$ cat src/include/mem_defs.svh
`ifndef MEM_DEFS_SVH
`define MEM_DEFS_SVH

// ##########################################################################
// board widths and map
// ##########################################################################

`define MEM_ADDR_W 18 // sram address bits.
`define MEM_DATA_W 16

// the one word that goes to the uart chip.
`define UART_ADDR 18'h0BF00

// queue depths, also the starting credit counts.
`define REQ_DEPTH 4
`define RSP_DEPTH 4

`define TIMEOUT_FACTOR 20 // watchdog scale.

`endif

$ cat src/design/bus_pkg.sv
`include "mem_defs.svh"

package bus_pkg;

	// host request, one word.
	typedef struct packed {
		logic write;
		logic [`MEM_ADDR_W-1:0] addr;
		logic [`MEM_DATA_W-1:0] wdata;
	} bus_req_t;

	// one per request, in request order.
	typedef struct packed {
		logic was_write; // write echoes its data.
		logic [`MEM_DATA_W-1:0] rdata;
	} bus_rsp_t;

endpackage

$ cat src/design/phy_pkg.sv
`include "mem_defs.svh"

package phy_pkg;

	// sram side, strobes active low.
	typedef struct packed {
		logic [`MEM_ADDR_W-1:0] addr;
		logic [`MEM_DATA_W-1:0] dout;
		logic doe; // drive the data bus.
		logic en_n;
		logic oe_n;
		logic we_n;
	} sram_pins_t;

	typedef struct packed {
		logic [`MEM_DATA_W-1:0] dout;
		logic doe;
		logic rdn;
		logic wrn;
	} uart_pins_t;

	typedef enum logic [1:0] {
		ST_IDLE,
		ST_SETUP,
		ST_STROBE,
		ST_FINISH
	} seq_state_t;

endpackage

$ cat src/design/credit_fifo.sv
module credit_fifo #(
	parameter type payload_t = logic,
	parameter int DEPTH = 4
) (
	input logic clk,
	input logic rst,

	input logic in_valid,
	input payload_t in_data,
	output logic in_credit,

	output logic out_valid,
	output payload_t out_data,
	input logic out_credit
);
	localparam int PTR_W = (DEPTH > 1) ? $clog2(DEPTH) : 1;
	localparam int CNT_W = $clog2(DEPTH + 1);
	localparam int CRD_W = 16;

	payload_t mem [DEPTH];
	logic [PTR_W-1:0] wr_ptr;
	logic [PTR_W-1:0] rd_ptr;
	logic [CNT_W-1:0] count;
	logic [CRD_W-1:0] credits; // downstream credits held.
	logic pop;

	assign pop = (count != '0) && (credits != '0);
	assign out_valid = pop;
	assign out_data = mem[rd_ptr];
	assign in_credit = pop; // one credit back per entry gone.

	always_ff @(posedge clk) begin
		if (in_valid) begin
			mem[wr_ptr] <= in_data;
		end
	end

	always_ff @(posedge clk) begin
		if (!rst) begin
			wr_ptr <= '0;
			rd_ptr <= '0;
			count <= '0;
			credits <= '0;
		end else begin
			if (in_valid) begin
				wr_ptr <= (wr_ptr == PTR_W'(DEPTH - 1)) ? '0 : wr_ptr + 1'b1;
			end
			if (pop) begin
				rd_ptr <= (rd_ptr == PTR_W'(DEPTH - 1)) ? '0 : rd_ptr + 1'b1;
			end
			case ({in_valid, pop})
				2'b10: count <= count + 1'b1;
				2'b01: count <= count - 1'b1;
				default: count <= count;
			endcase
			case ({out_credit, pop})
				2'b10: credits <= credits + 1'b1;
				2'b01: credits <= credits - 1'b1;
				default: credits <= credits;
			endcase
		end
	end
endmodule

$ cat src/design/ram_uart.sv
`include "mem_defs.svh"

module ram_uart
	import bus_pkg::*, phy_pkg::*;
(
	input logic clk,
	input logic rst,

	input logic req_valid,
	input bus_req_t req,
	output logic req_credit,

	output logic rsp_valid,
	output bus_rsp_t rsp,
	input logic rsp_credit,

	output sram_pins_t sram,
	input logic [`MEM_DATA_W-1:0] sram_din,

	output uart_pins_t uart,
	input logic [`MEM_DATA_W-1:0] uart_din,
	input logic data_ready,
	input logic tbre,
	input logic tsre,

	output logic [15:0] tx_count
);
	localparam int CRD_W = $clog2(`RSP_DEPTH + 1);

	seq_state_t state;
	seq_state_t state_next;

	bus_req_t req_r;
	logic uart_sel; // latched address decode.
	logic [`MEM_DATA_W-1:0] rdata;
	logic [CRD_W-1:0] rsp_crd;
	logic started;
	logic active;
	logic strobing;
	logic tx_idle;
	logic done;

	// ##########################################################################
	// pins
	// ##########################################################################

	assign active = (state == ST_SETUP) || (state == ST_STROBE);
	assign strobing = state == ST_STROBE;

	assign sram.addr = req_r.addr;
	assign sram.dout = req_r.wdata;
	assign sram.doe = (state != ST_IDLE) && !uart_sel && req_r.write; // held past we rise.
	assign sram.en_n = !(active && !uart_sel);
	assign sram.oe_n = !(strobing && !uart_sel && !req_r.write);
	assign sram.we_n = !(strobing && !uart_sel && req_r.write);

	assign uart.dout = req_r.wdata;
	assign uart.doe = active && uart_sel && req_r.write;
	assign uart.wrn = !(active && uart_sel && req_r.write); // low for setup and strobe.
	assign uart.rdn = !(strobing && uart_sel && !req_r.write);

	// ##########################################################################
	// response
	// ##########################################################################

	assign tx_idle = tbre & tsre;

	// finish ends on a response credit, uart writes also wait for the chip.
	assign done = (state == ST_FINISH) && (rsp_crd != '0)
		&& (!(uart_sel && req_r.write) || tx_idle);

	assign rsp_valid = done;
	assign rsp.was_write = req_r.write;
	assign rsp.rdata = req_r.write ? req_r.wdata : rdata;

	// ##########################################################################
	// sequencer
	// ##########################################################################

	always_comb begin
		state_next = state;
		case (state)
			ST_IDLE: begin
				if (req_valid) begin
					state_next = ST_SETUP;
				end
			end
			ST_SETUP: begin
				// uart read holds here until the chip has a byte.
				if (!uart_sel || req_r.write || data_ready) begin
					state_next = ST_STROBE;
				end
			end
			ST_STROBE: begin
				state_next = ST_FINISH;
			end
			ST_FINISH: begin
				if (done) begin
					state_next = ST_IDLE;
				end
			end
			default: begin
				state_next = ST_IDLE;
			end
		endcase
	end

	always_ff @(posedge clk) begin
		if (state == ST_IDLE && req_valid) begin
			req_r <= req;
			uart_sel <= req.addr == `UART_ADDR;
		end
		if (strobing && !req_r.write) begin
			rdata <= uart_sel ? uart_din : sram_din; // sampled as strobe ends.
		end
	end

	always_ff @(posedge clk) begin
		if (!rst) begin
			state <= ST_IDLE;
			started <= 1'b0;
			req_credit <= 1'b0;
			rsp_crd <= CRD_W'(`RSP_DEPTH);
			tx_count <= '0;
		end else begin
			state <= state_next;
			started <= 1'b1;
			req_credit <= !started || done; // first idle, then each return.
			case ({rsp_credit, done})
				2'b10: rsp_crd <= rsp_crd + 1'b1;
				2'b01: rsp_crd <= rsp_crd - 1'b1;
				default: rsp_crd <= rsp_crd;
			endcase
			if (strobing && uart_sel && req_r.write) begin
				tx_count <= tx_count + 1'b1; // wraps.
			end
		end
	end
endmodule

$ cat src/design/mem_system.sv
`include "mem_defs.svh"

module mem_system
	import bus_pkg::*, phy_pkg::*;
(
	input logic clk,
	input logic rst,

	input logic req_valid,
	input bus_req_t req,
	output logic req_credit,

	output logic rsp_valid,
	output bus_rsp_t rsp,
	input logic rsp_credit,

	output sram_pins_t sram,
	input logic [`MEM_DATA_W-1:0] sram_din,

	output uart_pins_t uart,
	input logic [`MEM_DATA_W-1:0] uart_din,
	input logic data_ready,
	input logic tbre,
	input logic tsre,

	output logic [15:0] tx_count
);
	logic seq_req_valid;
	bus_req_t seq_req;
	logic seq_credit; // sequencer ready for one more.

	logic seq_rsp_valid;
	bus_rsp_t seq_rsp;
	logic rsp_q_credit;

	credit_fifo #(
		.payload_t(bus_req_t),
		.DEPTH(`REQ_DEPTH)
	) u_req_q (
		.clk(clk),
		.rst(rst),
		.in_valid(req_valid),
		.in_data(req),
		.in_credit(req_credit),
		.out_valid(seq_req_valid),
		.out_data(seq_req),
		.out_credit(seq_credit)
	);

	ram_uart u_seq (
		.clk(clk),
		.rst(rst),
		.req_valid(seq_req_valid),
		.req(seq_req),
		.req_credit(seq_credit),
		.rsp_valid(seq_rsp_valid),
		.rsp(seq_rsp),
		.rsp_credit(rsp_q_credit),
		.sram(sram),
		.sram_din(sram_din),
		.uart(uart),
		.uart_din(uart_din),
		.data_ready(data_ready),
		.tbre(tbre),
		.tsre(tsre),
		.tx_count(tx_count)
	);

	// host grants credits here.
	credit_fifo #(
		.payload_t(bus_rsp_t),
		.DEPTH(`RSP_DEPTH)
	) u_rsp_q (
		.clk(clk),
		.rst(rst),
		.in_valid(seq_rsp_valid),
		.in_data(seq_rsp),
		.in_credit(rsp_q_credit),
		.out_valid(rsp_valid),
		.out_data(rsp),
		.out_credit(rsp_credit)
	);
endmodule

$ cat config.mk
export PLATFORM = sky130hd
export DESIGN_NAME = mem_system
export DESIGN_NICKNAME = d
export VERILOG_FILES = /design/src/design/bus_pkg.sv /design/src/design/phy_pkg.sv /design/src/design/credit_fifo.sv /design/src/design/ram_uart.sv /design/src/design/mem_system.sv
export VERILOG_INCLUDE_DIRS = /design/src /design/src/include
export SDC_FILE = /design/constraint.sdc
export NUM_CORES = 1
export LEC_CHECK = 0
export ABC_CLOCK_PERIOD_IN_PS = 10000
export BUFFER_PORTS_ARGS = -buffer_cell sky130_fd_sc_hd__buf_2
export CAP_MARGIN = 20
export CORE_ASPECT_RATIO = 0.5
export CORE_UTILIZATION = 59
export CTS_CLUSTER_SIZE = 25
export DETAILED_ROUTE_END_ITERATION = 16
export PLACE_DENSITY = 0.82
export SLEW_MARGIN = 30
export SYNTH_ARGS = -nofsm -noshare
export SYNTH_HDL_FRONTEND = slang
export SYNTH_HIERARCHICAL = 1
export SYNTH_SLANG_ARGS = --single-unit
export TNS_END_PERCENT = 1
$ cat constraint.sdc
create_clock -name clk -period 10 [get_ports clk]
set_input_delay 0 -clock clk [delete_from_list [all_inputs] [get_ports clk]]
set_output_delay 0 -clock clk [all_outputs]
set_load 0.03 [all_outputs]
# Word level (Yosys, flattened, before mapping)
# Memory sizes are Yosys's and may differ from the RTL's. A register that Yosys moved wholly into a read port is not among the register bits.
# Cells that the tools add are included.
# Widths: inputs -> output; s select.
[classes]
n_addsub = 15
n_mul = 0
n_div = 0
magnitude_cmp = 0
n_eq_ne = 21
n_shift = 0
n_mux = 24
bitwise_logic = 1
n_reduce_logical = 45
[ops]
columns = ["operator", "n"]
rows = [
  ["$pmux 16 s2", 2],
  ["$add 16x1->16 const B", 3],
  ["$mux 16", 2],
  ["$reduce_bool 16->1", 2],
  ["$sub 16x1->16 const B", 2],
  ["$eq 2x2->1 const B", 11],
  ["$mux 2", 11],
  ["$eq 18x16->1 const B", 1],
  ["$logic_and 1x1->1", 18],
  ["$pmux 3 s2", 3],
  ["$eq 2x1->1 const B", 6],
  ["$reduce_bool 2->1", 6],
  ["$add 3x1->3 const B", 3],
  ["$logic_not 1->1", 9],
  ["$reduce_bool 3->1", 3],
  ["$sub 3x1->3 const B", 3],
  ["$add 2x1->2 const B", 4],
  ["$pmux 2 s4", 1],
  ["$logic_or 1x1->1", 5],
  ["$mux 1", 5],
  ["$ne 2x2->1 const B", 2],
  ["$reduce_and 3->1", 1],
  ["$logic_not 2->1", 1],
  ["$ne 2x1->1 const B", 1],
  ["$and 1x1->1", 1],
]
[totals]
register_bits = 121
latchBits = 0
ram_bits = 208
rom_bits = 0
elab_cells = 126
n_memories = 2
[mem_list]
columns = ["memory", "depth", "width", "rd", "rd_clocked_by_memory_dff", "wr", "line_no", "source"]
rows = [
  ["u_req_q.mem", 4, 35, 1, 1, 1, "credit_fifo.sv:20", "payload_t mem [DEPTH];"],
  ["u_rsp_q.mem", 4, 17, 1, 1, 1, "credit_fifo.sv:20", ""],
]

# Longest topological paths before layout
[depth]
depth_word = 6
depth_mapped = 20
ltp_nobuf = 14

# Hierarchy
# The synthesis kept the hierarchy.
[modules_own_cells]
columns = ["module", "n_inst", "cells_per_inst", "area_each_um2", "seq_area_each_um2"]
rows = [
  ["credit_fifo (u_req_q)", 1, 462, 7119.3, 4704.5],
  ["credit_fifo (u_rsp_q)", 1, 352, 4455.5, 2542.4],
  ["ram_uart", 1, 252, 3283.1, 2021.9],
]

# Worst setup path after synthesis
# Ideal clock, no wire load.
[synth_path]
path_kind = "register to register"
startpoint = "reg u_req_q.credits[7]"
endpoint = "reg u_req_q.credits[10]"
setup_ns = 0.072
arrival_time_ns = 4.177
required_time_ns = 9.928
setup_slack_ns = 5.751
path_stages_with_launch = 21
path_buffers = 6
synth_period_minus_slack_ns = 4.249
cell_sequence = "dfxtp_1 > buf_2 > nor4_1 > nand2_1 > o32ai_1 > inv_1 > ha_1 > buf_4 > buf_2 > buf_2 > buf_2 > buf_2 > xor2_1 > ha_1 > or3_1 > a21oi_1 > or2_4 > o21ai_2 > mux2_1 > a31oi_1 > mux2i_1"
[synth_between]
elab_chain_cells = 4
[synth_rtl]
columns = ["element", "line_no", "source"]
rows = [
  ["start, declared", "credit_fifo.sv:24", "logic [CRD_W-1:0] credits;"],
  ["start signal, assigned", "credit_fifo.sv:57", "2'b10: credits <= credits + 1'b1;"],
  ["start signal, assigned", "credit_fifo.sv:58", "2'b01: credits <= credits - 1'b1;"],
  ["start signal, assigned", "credit_fifo.sv:59", "default: credits <= credits;"],
  ["$reduce_bool 16->1 (*)", "credit_fifo.sv:27", "assign pop = (count != '0) && (credits != '0);"],
  ["$logic_and 1x1->1 (*)", "credit_fifo.sv:27", ""],
  ["via req_credit", "mem_system.sv:11", "output logic req_credit,"],
  ["$eq 2x1->1 or $eq 2x2->1 (tied branches)", "credit_fifo.sv:56", "case ({out_credit, pop})"],
  ["$pmux 16 s2 or $reduce_bool 2->1 (tied branches)", "--", ""],
]
# Mark *: on every way through the listed nets, which the timed path passes. The rest lies on a longest branch.
# A chain may end at the register's enable or synchronous reset.

# Worst setup path after layout
[layout_path]
startpoint = "reg u_rsp_q.credits[4]"
endpoint = "reg u_rsp_q.credits[12]"
[layout_between]
elab_chain_cells = 4
[layout_rtl]
columns = ["element", "line_no"]
rows = [
  ["start, declared", "credit_fifo.sv:24"],
  ["start signal, assigned", "credit_fifo.sv:57"],
  ["start signal, assigned", "credit_fifo.sv:58"],
  ["start signal, assigned", "credit_fifo.sv:59"],
  ["branches (longest 4 deep; another with $sub 16x1->16)", "--"],
]
# Several ways; the timed one is not identified.

==> summary.txt <==
Power and ir drop
  – Switching Power: approximately 1700 µW
  – Total power: 4570 µW
  – VDD IR max: between 0.15 and 0.2 mV
  – Flop pwr share: a little over two fifths
  – Sw Ratio: a little over a third
  – Power Density: approximately 260 nW/µm²
  – Clk network pwr share: about a quarter
  – Leak: 0.00614 µW
  – Internal power: around 2900 µW
  – Power share of the combinational group: about a third

Clocking
  – Worst skew pair latency: 0.56 ns
  – Num CTS Buffers: 29
  – CTS sink cnt: between 300 and 400
  – Root buffer selected by CTS: clkbuf_16
  – Htree depth: 1
  – Reg clk slew, reported paths: approximately 0.07 ns
  – CTS max path bufs: 3
  – CTS tree: built

Detailed routing
  – # DRC: 0
  – Routed len/inst: 21.4 µm
  – Post-route ant nets: 0
  – DR vias/cell: ~5.9
  – Detailed Route WL: around 35,000 µm
  – Vias: between 9,000 and 10,000
  – Drt first pass iters: 6
  – Initial DRC Count: 1,157

Layout
  – Share of cells above drive strength 1: between 20% and 30%
  – Final Util: 71.4%
  – Fillers: around 1,600
  – Layout Nets: 1,359
  – Multi-input gate area: about 5000 µm²
  – Register area: about 9300 µm²
  – Synth-to-layout area growth: 17.1%

Timing
  – Relative slew slack: 32.3%
  – Final Max Tran Viols: 0
  – Fmax: around 240 MHz
  – Final setup viols: 0
  – Setup TNS: 0 ns
  – Min Tclk post-route: 4.25 ns
  – Worst Tran Pin Value: around 1.0 ns
  – RSZ-0062 raised after global routing: no
  – Fin. Hold Viols: 0
  – Skew final: ~0.013 ns
  – Final period util: between 40 and 50%

Yosys
  – Synth area leaders: edfxtp_1, dfxtp_1, mux4_2
  – Top-area cell type share of the netlist area: between 50% and 60%
  – Prevailing post-synth register cell: edfxtp_1
  – Synth Cell Area: around 15,000 µm²
  – Mapped Nets: around 1,200
  – Post-synth ARST share: 0%
  – Post-synth EDFFs: between 200 and 300
  – Synth area leader: edfxtp_1
  – YS warnings: 6
  – Post-Syn Area per Cell: around 14 µm²
  – Synth cell count leaders: edfxtp_1, dfxtp_1, nor2_1, mux4_2, nand2_1
  – Post-synth cell types: between 80 and 90
  – Most common cell in the netlist: edfxtp_1
  – Seq cells post-synth: about 330
  – Post-synthesis sequential area ratio: approximately 62%
  – Mapped Cells: approximately 1,100

Global route
  – Met3 GRT Util: 4.11%
  – Initial antenna violation count: 1
  – Gr usage total: about 27%
  – First-pass GRT wire length: 53,200 µm
  – Met2 global-route usage: between 40% and 50%
  – Met1 Use GR: between 30% and 40%
  – GRT Max-Usage Layer: met2
  – GRT overflow: 0
  – Largest net degree at the start of global routing: 52
  – Vias in the first global route: about 9,500

Worst setup path
  – Crit path required time: 10.49 ns
  – Arr. time, crit path: approximately 4.7 ns
  – CP Buf/Inv Count: 1
  – Delay-heaviest family, CP: simple AND/OR/NAND/NOR gates
  – CP max-delay cell: or4_4
  – Reg-to-Reg End: u_rsp_q/credits[12]
  – Max stage delay on crit path: approximately 0.63 ns
  – Worst-path cell chain: or4_4 -> nor4_1 -> a21oi_1 -> ha_1 -> buf_4 -> xor2_1 -> ha_1 -> or3_1 -> a21oi_1 -> or2_1 -> o21ai_1 -> o2bb2ai_1 -> a221oi_1 -> mux2i_1
  – Worst-path maximum fanout: 32
  – CP Launch Type: register
  – Reg2reg setup slack: between 5 and 6 ns
  – Crit end category: register
  – CP Launch Point: u_rsp_q/credits[4]
  – Worst flop-to-flop path startpoint: u_rsp_q/credits[4]
  – Cells on worst reg2reg path: 14
  – Crit path kind: reg -> reg

Worst hold path
  – Hold path endpoint: u_seq/started
  – Hold WC Path Type: in -> reg
  – Min-Delay Startpoint: rst
  – Hold depth: 1

Floorplanning
  – Starting density of the core: 61.0%
  – Die Ht: 114 µm
  – Die X: 226 µm
  – # IOs: 166
  – FP Rows: 40
  – Core area: roughly 24,000 µm²
  – Die ar.: roughly 26,000 µm²

Run
  – Max Cap Violations: 0

Placed design
  – Gpl congestion: 0.877
  – PortBufs: around 170
  – HPWL after DPL: 20,600 µm

Status
  – Outcome: finished clean
## power groups by stage
stage / Combinational, µW / Clock (µW) / Sequential [µW]
after floorplan: 1050 / 0 / 1990
after global routing: 1650 / 1190 / 1920
final: 1550 / 1120 / 1900
after global placement: 1420 / 0 / 1920
after CTS: 1520 / 1120 / 1900
after detailed placement: 1460 / 0 / 1920
## registers in the layout (all words and copies together) (netlist names), 2 cells and up, named ones only
register and count:
u_rsp_q/rd_ptr 2, u_req_q/wr_ptr 2, u_seq/sram 34, u_seq/tx_count 16, u_seq/rsp_crd 3, u_seq/rdata 16
u_rsp_q/wr_ptr 2, u_rsp_q/mem 68, u_req_q/credits 16, u_seq/state 2, u_req_q/rd_ptr 2, u_req_q/count 3
u_rsp_q/count 3, u_req_q/mem 140, u_rsp_q/credits 16
## worst max path at each step
stage / to / slack (ns) / cells past startpoint
after floorplan: u_req_q/credits[10] / 5.75 / 20
after global placement: u_rsp_q/credits[12] / 5.98 / 14
after detailed placement: u_rsp_q/credits[12] / 5.82 / 14
after CTS: u_rsp_q/credits[12] / 5.77 / 14
after global routing: u_rsp_q/credits[12] / 5.30 / 14
final: u_rsp_q/credits[12] / 5.75 / 14
## stage by stage
stage	hold WS [ns]	instance area, µm²	std cells	setup WS [ns]
finish	0.0378	17400	1618	5.75
global route	0.0751	17400	1617	5.30
CTS	0.0191	17400	1617	5.77
detailed placement	0.217	15800	1492	5.82
global placement	0.211	15800	1492	5.98
floorplan	0.0277	14900	1066	5.75
## layout make-up
class	count	area share (%)
Tap cell	336	2.42
Multi-Input combinational cell	604	28.7
Clock buffer	36	4.38
Timing Repair Buffer	248	9.35
Antenna cell	1	0.0144
Clock inverter	18	0.964
Inverter	42	0.906
Sequential cell	333	53.3
## what timing repair did
action,4_1_cts,5_1_grt
gates resized for setup,0,0
hold buffers,71,0
setup buffers,0,0
endpoints found under the hold margin,160,0
## cells in the final DEF, fill, tap and decap left out, types with 5 or more instances in the layout
cell type,n
a21oi_1,44
or4_1,5
nand3_1,21
nand3b_1,6
and2_1,16
clkbuf_1,6
xnor2_1,22
clkinv_1,6
clkbuf_16,29
nor2b_1,8
mux2i_1,24
mux2_2,32
ha_1,24
a21boi_0,9
dlygate4sd3_1,71
nand4_1,10
nand2_1,52
a21o_1,6
inv_1,39
mux4_2,52
o21ai_0,30
or3_1,20
nor4_1,17
buf_4,12
o21ai_1,5
nor3_1,20
a31oi_1,7
dfxtp_1,72
buf_2,165
xor2_1,15
nor2_1,57
nand2b_1,14
edfxtp_1,260
## layer usage
layer	wire [µm]	vias up	share of wire [%]
met5	0	-	0
met2	17400	407	50
met4	1080	0	3.1
met1	14000	4729	40
met3	2140	82	6.2
li1	-	4400	-
## cells by family after synthesis
group                      synth area share, %
xor gates and xnor gates                  2.18
buffers and inverters                     4.06
adders and majority gates                 2.43
muxes                                     12.0
AOI/OAI and AO/OA                         7.11
DFF                                       62.4
and+or+nand+nor                           9.84
Power figures use the tool's default switching activity.
